**config.mk**
```make
export PLATFORM = sky130hd
export DESIGN_NAME = aplic_domain_ctl
export DESIGN_NICKNAME = d
export VERILOG_FILES = /design/src/source/aplic_pkg.sv /design/src/source/aplic_wb_arbiter.sv /design/src/source/aplic_bit_vector.sv /design/src/source/aplic_source_cfg.sv /design/src/source/aplic_target.sv /design/src/source/aplic_reg_access.sv /design/src/source/aplic_domain_ctl.sv
export VERILOG_INCLUDE_DIRS = /design/src /design/src/source
export SDC_FILE = /design/constraint.sdc
export NUM_CORES = 2
export LEC_CHECK = 0
export BUFFER_PORTS_ARGS = -buffer_cell sky130_fd_sc_hd__buf_2
export CAP_MARGIN = 25
export CORE_ASPECT_RATIO = 0.8
export CORE_MARGIN = 10
export CORE_UTILIZATION = 50
export DETAILED_ROUTE_END_ITERATION = 8
export PLACE_DENSITY = 0.75
export SLEW_MARGIN = 25
export SYNTH_ARGS = -nofsm -noshare
export SYNTH_HDL_FRONTEND = slang
export SYNTH_SLANG_ARGS = --single-unit
```
**constraint.sdc**
```tcl
create_clock -name i_clk -period 6.7 [get_ports i_clk]
set_input_delay 1.34 -clock i_clk [delete_from_list [all_inputs] [get_ports i_clk]]
set_output_delay 1.34 -clock i_clk [all_outputs]
set_load 0.05 [all_outputs]
```
**src/source/aplic_consts.svh**
```systemverilog
// Register map offsets, field positions and reset values of the APLIC domain control
`ifndef APLIC_CONSTS_SVH
`define APLIC_CONSTS_SVH

// Sources 1 to 31 plus the unused source 0
`define APLIC_NR_SRC           32
`define APLIC_ADDR_W           14

// ====================================================================
// Register offsets inside the 16 KiB window
// ====================================================================
`define APLIC_DOMAINCFG        14'h0000
`define APLIC_SOURCECFG        14'h0004
`define APLIC_SETIP            14'h1C00
`define APLIC_SETIPNUM         14'h1CDC
`define APLIC_IN_CLRIP         14'h1D00
`define APLIC_CLRIPNUM         14'h1DDC
`define APLIC_SETIE            14'h1E00
`define APLIC_SETIENUM         14'h1EDC
`define APLIC_CLRIE            14'h1F00
`define APLIC_CLRIENUM         14'h1FDC
`define APLIC_TARGET           14'h3004

// domaincfg fields, top byte always reads 0x80
`define APLIC_DOMAINCFG_RESET  32'h8000_0000
`define APLIC_DCFG_IE          8
`define APLIC_DCFG_DM          2
`define APLIC_DCFG_BE          0

// Delegate bit of sourcecfg
`define APLIC_SRC_D            10

`endif

```
**src/source/aplic_pkg.sv**
```systemverilog
// Bus, register request and sourcecfg types shared by the APLIC RTL and its testbench
`include "aplic_consts.svh"

package aplic_pkg;

  typedef logic [`APLIC_NR_SRC-1:0] src_vec_t;

  typedef enum logic {
    DOMAIN_M = 1'b0,
    DOMAIN_S = 1'b1
  } domain_e;

  // Wishbone classic, one per configuration master
  typedef struct packed {
    logic                     cyc;
    logic                     stb;
    logic                     we;
    logic [`APLIC_ADDR_W-1:0] adr;
    logic [31:0]              dat;
  } wb_req_t;

  typedef struct packed {
    logic        ack;
    logic [31:0] dat;
  } wb_rsp_t;

  // One granted access, tagged with the port it came from
  typedef struct packed {
    logic                     valid;
    logic                     we;
    domain_e                  domain;
    logic [`APLIC_ADDR_W-1:0] adr;
    logic [31:0]              dat;
  } reg_req_t;

  typedef struct packed {
    logic       d;
    logic [9:0] child_index;
  } srccfg_dlg_t;

  typedef struct packed {
    logic       d;
    logic [6:0] reserved;
    logic [2:0] sm;
  } srccfg_ndl_t;

  // sourcecfg word, meaning selected by D
  typedef union packed {
    srccfg_dlg_t dlg;
    srccfg_ndl_t ndl;
  } sourcecfg_u;

  // Update applied to one enable or pending vector
  typedef struct packed {
    logic        set_word;
    logic        clr_word;
    logic        set_num;
    logic        clr_num;
    logic [31:0] data;
    logic [4:0]  num;
  } bitvec_op_t;

endpackage

```
**src/source/aplic_wb_arbiter.sv**
```systemverilog
// Round-robin arbiter joining the M and S Wishbone classic ports onto one register access
`timescale 1ns/100ps

module aplic_wb_arbiter (
  input  logic                i_clk,
  input  logic                ni_rst,
  input  aplic_pkg::wb_req_t  i_m_wb,
  input  aplic_pkg::wb_req_t  i_s_wb,
  input  logic [31:0]         i_rdata,
  output aplic_pkg::wb_rsp_t  o_m_wb,
  output aplic_pkg::wb_rsp_t  o_s_wb,
  output aplic_pkg::reg_req_t o_req
);
  import aplic_pkg::*;

  logic    valid_q;
  domain_e last_q;
  wb_req_t win_q;
  logic    m_ack;
  logic    s_ack;
  logic    m_req;
  logic    s_req;
  logic    m_gnt;
  logic    s_gnt;

  // Last grant also tags the access in flight
  assign m_ack = valid_q && (last_q == DOMAIN_M);
  assign s_ack = valid_q && (last_q == DOMAIN_S);

  // Hold-off: master still drives stb during its ack cycle
  assign m_req = i_m_wb.cyc && i_m_wb.stb && !m_ack;
  assign s_req = i_s_wb.cyc && i_s_wb.stb && !s_ack;

  // On a tie the port not granted last wins
  assign s_gnt = s_req && (!m_req || (last_q == DOMAIN_M));
  assign m_gnt = m_req && !s_gnt;

  always_ff @(posedge i_clk or negedge ni_rst) begin
    if (!ni_rst) begin
      valid_q <= 1'b0;
      last_q  <= DOMAIN_S;
    end else begin
      valid_q <= m_gnt || s_gnt;
      if (s_gnt) begin
        last_q <= DOMAIN_S;
      end else if (m_gnt) begin
        last_q <= DOMAIN_M;
      end
    end
  end

  // Granted request payload
  always_ff @(posedge i_clk) begin
    if (s_gnt) begin
      win_q <= i_s_wb;
    end else if (m_gnt) begin
      win_q <= i_m_wb;
    end
  end

  always_comb begin
    o_req.valid  = valid_q;
    o_req.we     = win_q.we;
    o_req.domain = last_q;
    o_req.adr    = win_q.adr;
    o_req.dat    = win_q.dat;
  end

  // Read word goes back only to the port being acked
  assign o_m_wb.ack = m_ack;
  assign o_m_wb.dat = m_ack ? i_rdata : '0;
  assign o_s_wb.ack = s_ack;
  assign o_s_wb.dat = s_ack ? i_rdata : '0;

endmodule

```
**src/source/aplic_bit_vector.sv**
```systemverilog
// One interrupt enable or pending vector with word and by-number set and clear
`timescale 1ns/100ps

module aplic_bit_vector (
  input  logic                  i_clk,
  input  logic                  ni_rst,
  input  aplic_pkg::bitvec_op_t i_op,
  input  aplic_pkg::src_vec_t   i_active,
  output aplic_pkg::src_vec_t   o_bits
);
  import aplic_pkg::*;

  src_vec_t bits_d;

  always_comb begin
    bits_d = o_bits;
    // One op per cycle, word ops first
    if (i_op.set_word) begin
      bits_d = o_bits | i_op.data;
    end else if (i_op.clr_word) begin
      bits_d = o_bits & ~i_op.data;
    end else if (i_op.set_num) begin
      bits_d[i_op.num] = 1'b1;
    end else if (i_op.clr_num) begin
      bits_d[i_op.num] = 1'b0;
    end
    // Inactive sources drop their bit
    bits_d    = bits_d & i_active;
    bits_d[0] = 1'b0;
  end

  always_ff @(posedge i_clk or negedge ni_rst) begin
    if (!ni_rst) begin
      o_bits <= '0;
    end else begin
      o_bits <= bits_d;
    end
  end

endmodule

```
**src/source/aplic_source_cfg.sv**
```systemverilog
// sourcecfg storage with M-to-S delegation, giving the owner and active vectors
`timescale 1ns/100ps
`include "aplic_consts.svh"

module aplic_source_cfg (
  input  logic                                      i_clk,
  input  logic                                      ni_rst,
  input  logic                                      i_we,
  input  aplic_pkg::domain_e                        i_domain,
  input  logic [4:0]                                i_index,
  input  logic [31:0]                               i_data,
  output aplic_pkg::sourcecfg_u [`APLIC_NR_SRC-1:0] o_srccfg,
  output aplic_pkg::src_vec_t                       o_owner,
  output aplic_pkg::src_vec_t                       o_active
);
  import aplic_pkg::*;

  sourcecfg_u wr_cfg;
  sourcecfg_u new_cfg;
  logic       may_write;

  assign wr_cfg = i_data[`APLIC_SRC_D:0];

  // S only touches sources delegated to it
  assign may_write = (i_domain == DOMAIN_M) || o_owner[i_index];

  // Word kept in storage, D set stores zero
  always_comb begin
    new_cfg = '0;
    // Reserved modes 2 and 3 become inactive
    if (!wr_cfg.dlg.d && (wr_cfg.ndl.sm[2:1] != 2'b01)) begin
      new_cfg.ndl.sm = wr_cfg.ndl.sm;
    end
  end

  always_ff @(posedge i_clk or negedge ni_rst) begin
    if (!ni_rst) begin
      o_srccfg <= '0;
      o_owner  <= '0;
    end else if (i_we && (i_index != 5'd0) && may_write) begin
      o_srccfg[i_index] <= new_cfg;
      // Only M moves a source between domains
      if (i_domain == DOMAIN_M) begin
        o_owner[i_index] <= wr_cfg.dlg.d;
      end
    end
  end

  always_comb begin
    o_active = '0;
    for (int j = 1; j < `APLIC_NR_SRC; j++) begin
      o_active[j] = o_srccfg[j].ndl.sm != 3'd0;
    end
  end

endmodule

```
**src/source/aplic_target.sv**
```systemverilog
// Per-source target registers, normalized by the delivery mode of the owning domain
`timescale 1ns/100ps
`include "aplic_consts.svh"

module aplic_target (
  input  logic                           i_clk,
  input  logic                           ni_rst,
  input  logic                           i_we,
  input  aplic_pkg::domain_e             i_domain,
  input  logic [4:0]                     i_index,
  input  logic [31:0]                    i_data,
  input  aplic_pkg::src_vec_t            i_owner,
  input  aplic_pkg::src_vec_t            i_active,
  input  logic [1:0]                     i_dm,
  output logic [`APLIC_NR_SRC-1:0][31:0] o_target
);
  import aplic_pkg::*;

  logic        owned;
  logic [31:0] norm;

  assign owned = i_owner[i_index] == (i_domain == DOMAIN_S);

  always_comb begin
    if (i_dm[i_domain]) begin
      // MSI layout, bit 11 reserved
      norm = {i_data[31:12], 1'b0, i_data[10:0]};
    end else begin
      // Direct layout: hart index and nonzero priority
      norm = {i_data[31:18], 10'b0, i_data[7:0]};
      if (i_data[7:0] == 8'h00) begin
        norm[7:0] = 8'h01;
      end
    end
  end

  always_ff @(posedge i_clk or negedge ni_rst) begin
    if (!ni_rst) begin
      o_target <= '0;
    end else if (i_we && owned && i_active[i_index]) begin
      o_target[i_index] <= norm;
    end
  end

endmodule

```
**src/source/aplic_reg_access.sv**
```systemverilog
// Address decode, domaincfg storage and per-domain read views of the APLIC register window
`timescale 1ns/100ps
`include "aplic_consts.svh"

module aplic_reg_access (
  input  logic                                        i_clk,
  input  logic                                        ni_rst,
  input  aplic_pkg::reg_req_t                         i_req,
  input  aplic_pkg::sourcecfg_u [`APLIC_NR_SRC-1:0]   i_srccfg,
  input  aplic_pkg::src_vec_t                         i_owner,
  input  aplic_pkg::src_vec_t                         i_ie,
  input  aplic_pkg::src_vec_t                         i_ip,
  input  logic [`APLIC_NR_SRC-1:0][31:0]              i_target,
  output logic [31:0]                                 o_rdata,
  output aplic_pkg::domain_e                          o_wr_domain,
  output logic                                        o_srccfg_we,
  output logic                                        o_target_we,
  output logic [4:0]                                  o_wr_index,
  output logic [31:0]                                 o_wr_data,
  output aplic_pkg::bitvec_op_t                       o_ie_op,
  output aplic_pkg::bitvec_op_t                       o_ip_op,
  output logic [1:0]                                  o_dm,
  output logic [1:0]                                  o_domain_ie
);
  import aplic_pkg::*;

  logic [`APLIC_ADDR_W-1:0] word_adr;
  logic [`APLIC_ADDR_W-1:0] src_off;
  logic [`APLIC_ADDR_W-1:0] tgt_off;
  logic                     hit_src;
  logic                     hit_tgt;
  logic [4:0]               src_idx;
  logic                     wr;
  logic                     num_ok;
  src_vec_t                 own;
  sourcecfg_u               src_view;
  logic [31:0]              dcfg_rd;
  logic [31:0]              rd_word;
  logic [1:0]               ie_q;
  logic [1:0]               dm_q;
  logic [1:0]               be_q;

  // ==================================================================
  // Decode
  // ==================================================================
  assign word_adr = {i_req.adr[`APLIC_ADDR_W-1:2], 2'b00};
  assign src_off  = word_adr - `APLIC_SOURCECFG;
  assign tgt_off  = word_adr - `APLIC_TARGET;
  assign hit_src  = src_off < 14'((`APLIC_NR_SRC - 1) * 4);
  assign hit_tgt  = tgt_off < 14'((`APLIC_NR_SRC - 1) * 4);
  // Both arrays start 4 bytes past a 128-byte boundary
  // One entry index serves sourcecfg and target alike
  assign src_idx  = src_off[6:2] + 5'd1;
  assign wr       = i_req.valid && i_req.we;

  // Sources owned by the requesting domain
  // Source 0 is never owned
  assign own = ((i_req.domain == DOMAIN_S) ? i_owner : ~i_owner) & ~src_vec_t'(1);

  // Clear own[0] also drops number 0
  assign num_ok = own[i_req.dat[4:0]] && (i_req.dat[31:5] == '0);

  assign o_wr_domain = i_req.domain;
  assign o_wr_index  = src_idx;
  assign o_wr_data   = i_req.dat;
  assign o_srccfg_we = wr && hit_src;
  assign o_target_we = wr && hit_tgt;

  // Enable and pending updates
  always_comb begin
    o_ie_op          = '0;
    o_ie_op.set_word = wr && (word_adr == `APLIC_SETIE);
    o_ie_op.clr_word = wr && (word_adr == `APLIC_CLRIE);
    o_ie_op.set_num  = wr && num_ok && (word_adr == `APLIC_SETIENUM);
    o_ie_op.clr_num  = wr && num_ok && (word_adr == `APLIC_CLRIENUM);
    o_ie_op.data     = i_req.dat & own;
    o_ie_op.num      = i_req.dat[4:0];
    o_ip_op          = o_ie_op;
    o_ip_op.set_word = wr && (word_adr == `APLIC_SETIP);
    o_ip_op.clr_word = wr && (word_adr == `APLIC_IN_CLRIP);
    o_ip_op.set_num  = wr && num_ok && (word_adr == `APLIC_SETIPNUM);
    o_ip_op.clr_num  = wr && num_ok && (word_adr == `APLIC_CLRIPNUM);
  end

  // ==================================================================
  // domaincfg per domain
  // ==================================================================
  always_ff @(posedge i_clk or negedge ni_rst) begin
    if (!ni_rst) begin
      ie_q <= '0;
      dm_q <= '0;
      be_q <= '0;
    end else if (wr && (word_adr == `APLIC_DOMAINCFG)) begin
      ie_q[i_req.domain] <= i_req.dat[`APLIC_DCFG_IE];
      dm_q[i_req.domain] <= i_req.dat[`APLIC_DCFG_DM];
      be_q[i_req.domain] <= i_req.dat[`APLIC_DCFG_BE];
    end
  end

  assign o_dm        = dm_q;
  assign o_domain_ie = ie_q;

  always_comb begin
    dcfg_rd                 = `APLIC_DOMAINCFG_RESET;
    dcfg_rd[`APLIC_DCFG_IE] = ie_q[i_req.domain];
    dcfg_rd[`APLIC_DCFG_DM] = dm_q[i_req.domain];
    dcfg_rd[`APLIC_DCFG_BE] = be_q[i_req.domain];
  end

  // ==================================================================
  // Read views
  // ==================================================================
  always_comb begin
    src_view = i_srccfg[src_idx];
    if ((i_req.domain == DOMAIN_M) && i_owner[src_idx]) begin
      // Source delegated to S shows D with child index 0
      src_view       = '0;
      src_view.dlg.d = 1'b1;
    end else if ((i_req.domain == DOMAIN_S) && !i_owner[src_idx]) begin
      src_view = '0;
    end
  end

  always_comb begin
    rd_word = '0;
    case (word_adr)
      `APLIC_DOMAINCFG: rd_word = dcfg_rd;
      `APLIC_SETIP:     rd_word = i_ip & own;
      `APLIC_SETIE:     rd_word = i_ie & own;
      default: begin
        if (hit_src) begin
          rd_word = {21'b0, src_view};
        end else if (hit_tgt && own[src_idx]) begin
          rd_word = i_target[src_idx];
        end
      end
    endcase
  end

  assign o_rdata = (i_req.valid && !i_req.we) ? rd_word : '0;

endmodule

```
**src/source/aplic_domain_ctl.sv**
```systemverilog
// Top level of the two-domain APLIC register control, one Wishbone port per domain
`timescale 1ns/100ps
`include "aplic_consts.svh"

module aplic_domain_ctl (
  input  logic                i_clk,
  input  logic                ni_rst,
  input  aplic_pkg::wb_req_t  i_m_wb,
  input  aplic_pkg::wb_req_t  i_s_wb,
  output aplic_pkg::wb_rsp_t  o_m_wb,
  output aplic_pkg::wb_rsp_t  o_s_wb,
  output aplic_pkg::src_vec_t o_active,
  output aplic_pkg::src_vec_t o_owner,
  output aplic_pkg::src_vec_t o_ie,
  output aplic_pkg::src_vec_t o_ip,
  output logic [1:0]          o_domain_ie,
  output logic [1:0]          o_domain_dm
);
  import aplic_pkg::*;

  reg_req_t                         req;
  logic [31:0]                      rdata;
  domain_e                          wr_domain;
  logic                             srccfg_we;
  logic                             target_we;
  logic [4:0]                       wr_index;
  logic [31:0]                      wr_data;
  bitvec_op_t                       ie_op;
  bitvec_op_t                       ip_op;
  sourcecfg_u [`APLIC_NR_SRC-1:0]   srccfg;
  logic [`APLIC_NR_SRC-1:0][31:0]   target;

  aplic_wb_arbiter u_arbiter (
    .i_clk, .ni_rst, .i_m_wb, .i_s_wb,
    .i_rdata (rdata),
    .o_m_wb, .o_s_wb,
    .o_req   (req)
  );

  aplic_reg_access u_reg_access (
    .i_clk, .ni_rst,
    .i_req       (req),
    .i_srccfg    (srccfg),
    .i_owner     (o_owner),
    .i_ie        (o_ie),
    .i_ip        (o_ip),
    .i_target    (target),
    .o_rdata     (rdata),
    .o_wr_domain (wr_domain),
    .o_srccfg_we (srccfg_we),
    .o_target_we (target_we),
    .o_wr_index  (wr_index),
    .o_wr_data   (wr_data),
    .o_ie_op     (ie_op),
    .o_ip_op     (ip_op),
    .o_dm        (o_domain_dm),
    .o_domain_ie
  );

  aplic_source_cfg u_source_cfg (
    .i_clk, .ni_rst,
    .i_we     (srccfg_we),
    .i_domain (wr_domain),
    .i_index  (wr_index),
    .i_data   (wr_data),
    .o_srccfg (srccfg),
    .o_owner, .o_active
  );

  // Enable and pending share one vector implementation
  aplic_bit_vector u_enable (
    .i_clk, .ni_rst,
    .i_op     (ie_op),
    .i_active (o_active),
    .o_bits   (o_ie)
  );

  aplic_bit_vector u_pending (
    .i_clk, .ni_rst,
    .i_op     (ip_op),
    .i_active (o_active),
    .o_bits   (o_ip)
  );

  aplic_target u_target (
    .i_clk, .ni_rst,
    .i_we     (target_we),
    .i_domain (wr_domain),
    .i_index  (wr_index),
    .i_data   (wr_data),
    .i_owner  (o_owner),
    .i_active (o_active),
    .i_dm     (o_domain_dm),
    .o_target (target)
  );

endmodule

```
## Word-level counts from Yosys, hierarchy flattened

Index checks and enable logic that the tools add are counted.

| storage, ports and cells | value |
|---|---|
| register bits | 1,525 |
| word-level logic and storage cells | 252 |
| bits of input ports | 100 |

| operators by class | value |
|---|---|
| add/sub/neg operators | 3 |
| equal/unequal tests | 10 |
| magnitude comparators | 8 |
| reduce and logical (&&, ||, !) cells | 81 |
| bitwise operators | 17 |
| muxes and demuxes | 58 |

Operators by type and width:

| kind | number |
|---|---|
| $bwmux 1024 | 1 |
| $mux 32 | 16 |
| $bwmux 352 | 1 |
| $and 32x32->32 | 9 |
| $bmux 32 s5 | 1 |
| $demux 32 s5 | 1 |
| $or 32x32->32 | 4 |
| $eq 12x11->1 const B | 8 |
| $not 32->32 | 3 |
| $pmux 32 s3 | 1 |
| $mux 47 | 2 |
| $reduce_bool 3->1 | 31 |
| $bmux 11 s5 | 1 |
| $demux 11 s5 | 1 |
| $mux 11 | 4 |
| $logic_and 1x1->1 | 34 |
| $bwmux 32 | 1 |
| $lt 14x7->1 const B | 2 |
| $logic_not 27->1 | 1 |
| $bmux 1 s5 | 4 |
| $mux 18 | 1 |
| $mux 1 | 15 |
| $logic_not 14->1 | 1 |
| $sub 14x14->14 const B | 1 |
| other kinds (20) | 33 |

## Depth between registers and ports, before layout

| depth | value |
|---|---|
| depth after elaboration | 12 |
| mapped depth | 24 |
| gate-level depth less buffers | 16 |

## Hierarchy

From an unflattened synthesis, not the netlist that was laid out.

| unflattened totals | value |
|---|---|
| cell total of the unflattened synthesis | 5,025 |
| area total of the unflattened synthesis | 68,956.1 um^2 |

Modules (own cells, without submodules):

| module | instances | sequential area each (um^2) | area each (um^2) | cells an instance |
|---|---|---|---|---|
| aplic_target | 1 | 24,823.8 | 39,136.3 | 2,432 |
| aplic_reg_access | 1 | 150.1 | 14,826.7 | 1,182 |
| aplic_source_cfg | 1 | 3,203.1 | 8,032.7 | 697 |
| aplic_bit_vector | 2 | 775.7 | 2,188.3 | 263 |
| aplic_wb_arbiter | 1 | 1,462.7 | 2,583.7 | 188 |

## Worst setup path before layout

Ideal clock, no wire load.

| timing path | value |
|---|---|
| kind | register to output |
| from | reg u_arbiter.win_q (netlist bit u_arbiter.o_req[34]) |
| to | out o_s_wb[0] (netlist name) |
| buffers on the path | 7 |
| arrival time | 6,061 ps |
| cell stages (with the launch flop) | 18 |
| path slack | -701 ps |
| data required time | 5,360 ps |
| cell sequence | edfxtp_1 -> buf_2 -> clkinv_1 -> ha_1 -> buf_2 -> buf_2 -> buf_2 -> buf_2 -> buf_2 -> buf_2 -> mux4_2 -> o22a_1 -> and3_1 -> ha_1 -> or4b_2 -> a21o_1 -> o311a_1 -> nor4_1 |

RTL lines:

| item | line | text |
|---|---|---|
| start: declaration | aplic_wb_arbiter.sv:18 | `wb_req_t win_q;` |
| start signal: assignment | aplic_wb_arbiter.sv:55 | `win_q <= i_s_wb;` |
| start signal: assignment | aplic_wb_arbiter.sv:57 | `win_q <= i_m_wb;` |
| end: declaration | aplic_domain_ctl.sv:11 | `output aplic_pkg::wb_rsp_t o_s_wb,` |

==> key figures <==
Floorplan
  • Core Box Area: 0.119 sq mm
  • Die Ht: 330 um
  • Die area: 0.135 sq mm
  • Cell row count: 113
  • Die width: 408 um
  • Initial Utilization: 50.5%
  • IO Pins: 298

STA
  • Clk_skew: 49.0 ps
  • Max Freq: 151 MHz
  • Tcrit/Tclk final: 99.1%
  • Final setup viols: 0
  • Slew margin rel.: 25.6%
  • Actual slew at the worst max-slew pin: 1120 ps
  • Hold WS: 477 ps
  • Minimum clock period: 6640 ps
  • Slew Viols, Final: 0
  • Fin. Hold Viols: 0

Min path
  • Hold depth: 2
  • Hold crit path type: flop to flop
  • Hold_sp: u_target.o_target[105]
  • Hold EP: u_target.o_target[105]

Critical path
  • Setup crit start kind: flop
  • RR Startpoint: u_arbiter.o_req[34]
  • Data required, critical path: 5360 ps
  • CP Max Fanout: 15
  • Crit path DAT: 5300 ps
  • Reg2reg path depth: 12
  • Setup CP Type: flop to output port
  • RR Endpoint: u_target.o_target[837]
  • Crit path capture type: output port
  • Slowest CP cell: a221o_1
  • Max stage delay on crit path: 480 ps
  • Critical Path, Cell by Cell: clkinv_1 -> ha_4 -> and4bb_2 -> a2111o_1 -> nand3_2 -> buf_4 -> nand3_2 -> buf_4 -> o22ai_1 -> a221o_1 -> o21ai_0 -> nor2b_1 -> buf_2
  • Reg2reg setup slack: 1010 ps

Route
  • DRC Markers: 2
  • Via Count: 45.3k
  • Avg WL per Cell: 29.6 um
  • Pre-antenna DRT Iters: 9
  • DRT iter0 DRCs: 6199
  • DR vias/cell: 6.68
  • Drt total wl: 201 mm
  • Routed Antenna Nets: 0

Layout
  • Layout cells sized above 1: 33.6%
  • Final #Nets: 5176
  • Fin cells: 6778
  • Filler instances: 9399
  • P&R area growth vs syn: 12.7%
  • Util after Layout: 56.9%
  • Most frequent cells in the layout: dfrtp_1 (1189), mux2_2 (707), nand2_1 (586)
  • Most common cell after layout, fill and taps aside: dfrtp_1

Job
  • MaxCap Viol Count: 0

Logic synthesis
  • Top FF cell, synth: dfrtp_1
  • Yosys Warn Count: 0
  • #FFs+latches synth: 1235
  • Syn Inst Count: 4953
  • Synth unique cells: 88
  • Yosys top cell by area: dfrtp_1
  • EDFF count, synth: 45
  • Largest cells by area after synthesis: dfrtp_1 (49%), mux2_2 (13%), mux4_2 (11%)
  • FFs w/ async S/R, synth: 96.4%
  • Syn avg cell area: 12.2 sq um
  • Seq/Total Area, Yosys: 51.7%
  • Post-synthesis cell area: 0.0602 sq mm
  • Synth top area share: 49.4%

Status
  • Failing checks: design-rule violations
  • Status: complete, but fails checks

GRT
  • Vias in the first global route: 44.2k
  • First-pass GRT wire length: 297 mm
  • Largest net degree at the start of global routing: 165
  • Overflow after GRT: 0
  • GRT Total Usage: 29.0%
  • Initial antenna violation count: 8

Power and ir drop
  • Total power: 17.2 mW
  • Worst VDD drop: 241 uV
  • P_leak: 31.1 nW
  • PD cells: 253 mW/mm^2

Clock tree
  • TritonCTS clock tree: done
  • CTS root buf: clkbuf_16
  • Inserted Clock Buffers: 112
  • Cts hold-fix bufs: 0
  • Clock transition at path regs: 70 ps
  • Htree depth: 3
  • Max clock buf depth: 3
  • Clk_lat worst skew: 780 ps
  • Clock sinks: 1235

Placed design
  • DP Wirelength: 129 mm
  • # port buffers: 290
  • GP Congestion: 1.02
  • Dpl cells: 6556
final cells by class:
type	instances	area, sq um	area share, %
Inverter	47	176	0.260
Clock inverter	50	724	1.07
Sequential cell	1235	31100	45.9
Clock buffer	162	3310	4.89
Tap cell	1610	2010	2.97
Timing Repair Buffer	455	2990	4.41
Antenna cell	2	5.00	0.00738
Multi-Input combinational cell	3217	27500	40.5
synth_stat cells (40+ instances only):
cell,number
a21oi_1,47
and2_1,67
buf_2,116
clkbuf_1,291
dfrtp_1,1189
edfxtp_1,45
inv_1,46
mux2_1,40
mux2_2,707
mux4_2,299
nand2_1,597
nand3_1,106
nor2_1,119
nor3_1,83
o21ai_0,584
o221ai_1,45
o22ai_1,51
xnor2_1,41
cell families (layout without fill, tap and decap cells):
kind of cell | Yosys count | in the layout | synth area share (%)
adder cells (fa/ha/maj) | 8 | 8 | 0.166
multiplexers | 1059 | 1059 | 25.4
AND/OR/NAND/NOR | 1148 | 1148 | 8.93
flip-flops | 1235 | 1235 | 51.7
XOR/XNOR | 44 | 44 | 0.688
buffers and inverters | 503 | 714 | 3.46
AO/OA/AOI/OAI | 955 | 955 | 9.65
other | 1 | 5 | 0.00623
layer usage:
layer | part of all wire, % | track usage, % | up-vias
met5 | 0.14 | 0.563 | -
met4 | 4.9 | 12.9 | 18
met3 | 12 | 9.91 | 599
met2 | 43 | 41.6 | 2918
met1 | 40 | 39.9 | 23300
li1 | - | - | 18500
report_power, final:
group | internal (mW) | switching [mW]
clock network | 3.91 | 3.09
logic | 0.740 | 1.82
registers | 7.54 | 0.0706
what timing repair did:
| item | in CTS | in global routing |
|---|---|---|
| setup endpoints to repair | 5 | 16 |
| setup buffers | 3 | 5 |
| endpoints found under the hold margin | 0 | 0 |
| resized for setup | 7 | 12 |
| pin swaps | 0 | 1 |
state kept, by name, indices dropped and copies added (netlist names):
register and count:
u_reg_access.o_dm 2, u_enable.o_bits 31, u_reg_access.o_domain_ie 2, u_target.o_target 992, u_pending.o_bits 31, u_source_cfg.o_owner 32, u_source_cfg.o_srccfg 96, u_arbiter.valid_q 1
u_arbiter.o_req 45, u_arbiter.last_q 1, u_reg_access.be_q 2
per-stage QoR:
step / area, sq um / setup WS (ps) / TNS, ps
final: 67800 / 57.9 / 0
after global routing: 67800 / -2.80 / -2.80
after CTS: 67700 / 3.16 / 0
after detailed placement: 63600 / 677 / 0
after global placement: 63600 / 727 / 0
after floorplan: 60200 / -363 / -884
worst max-delay path: cells and delay by family, from the launching register on:
family,cells,cell delay [ps]
flops,1,420
simple gates,4,1100
fa+ha+maj,1,360
buf+inv,4,1130
compound gates,4,1530
worst max path at each step:
stage                              startpoint          to  slack, ps  cells after the start
final                     u_arbiter.o_req[34]  o_s_wb[21]         60                     13
after global routing      u_arbiter.o_req[34]   o_s_wb[2]         -3                     17
after CTS                 u_arbiter.o_req[34]   o_s_wb[1]          3                     15
after detailed placement  u_arbiter.o_req[36]   o_s_wb[1]        680                     14
after global placement    u_arbiter.o_req[34]   o_s_wb[1]        730                     16
after floorplan           u_arbiter.o_req[34]   o_s_wb[2]       -360                     17
Note: power is estimated with default switching activity, not from simulation.
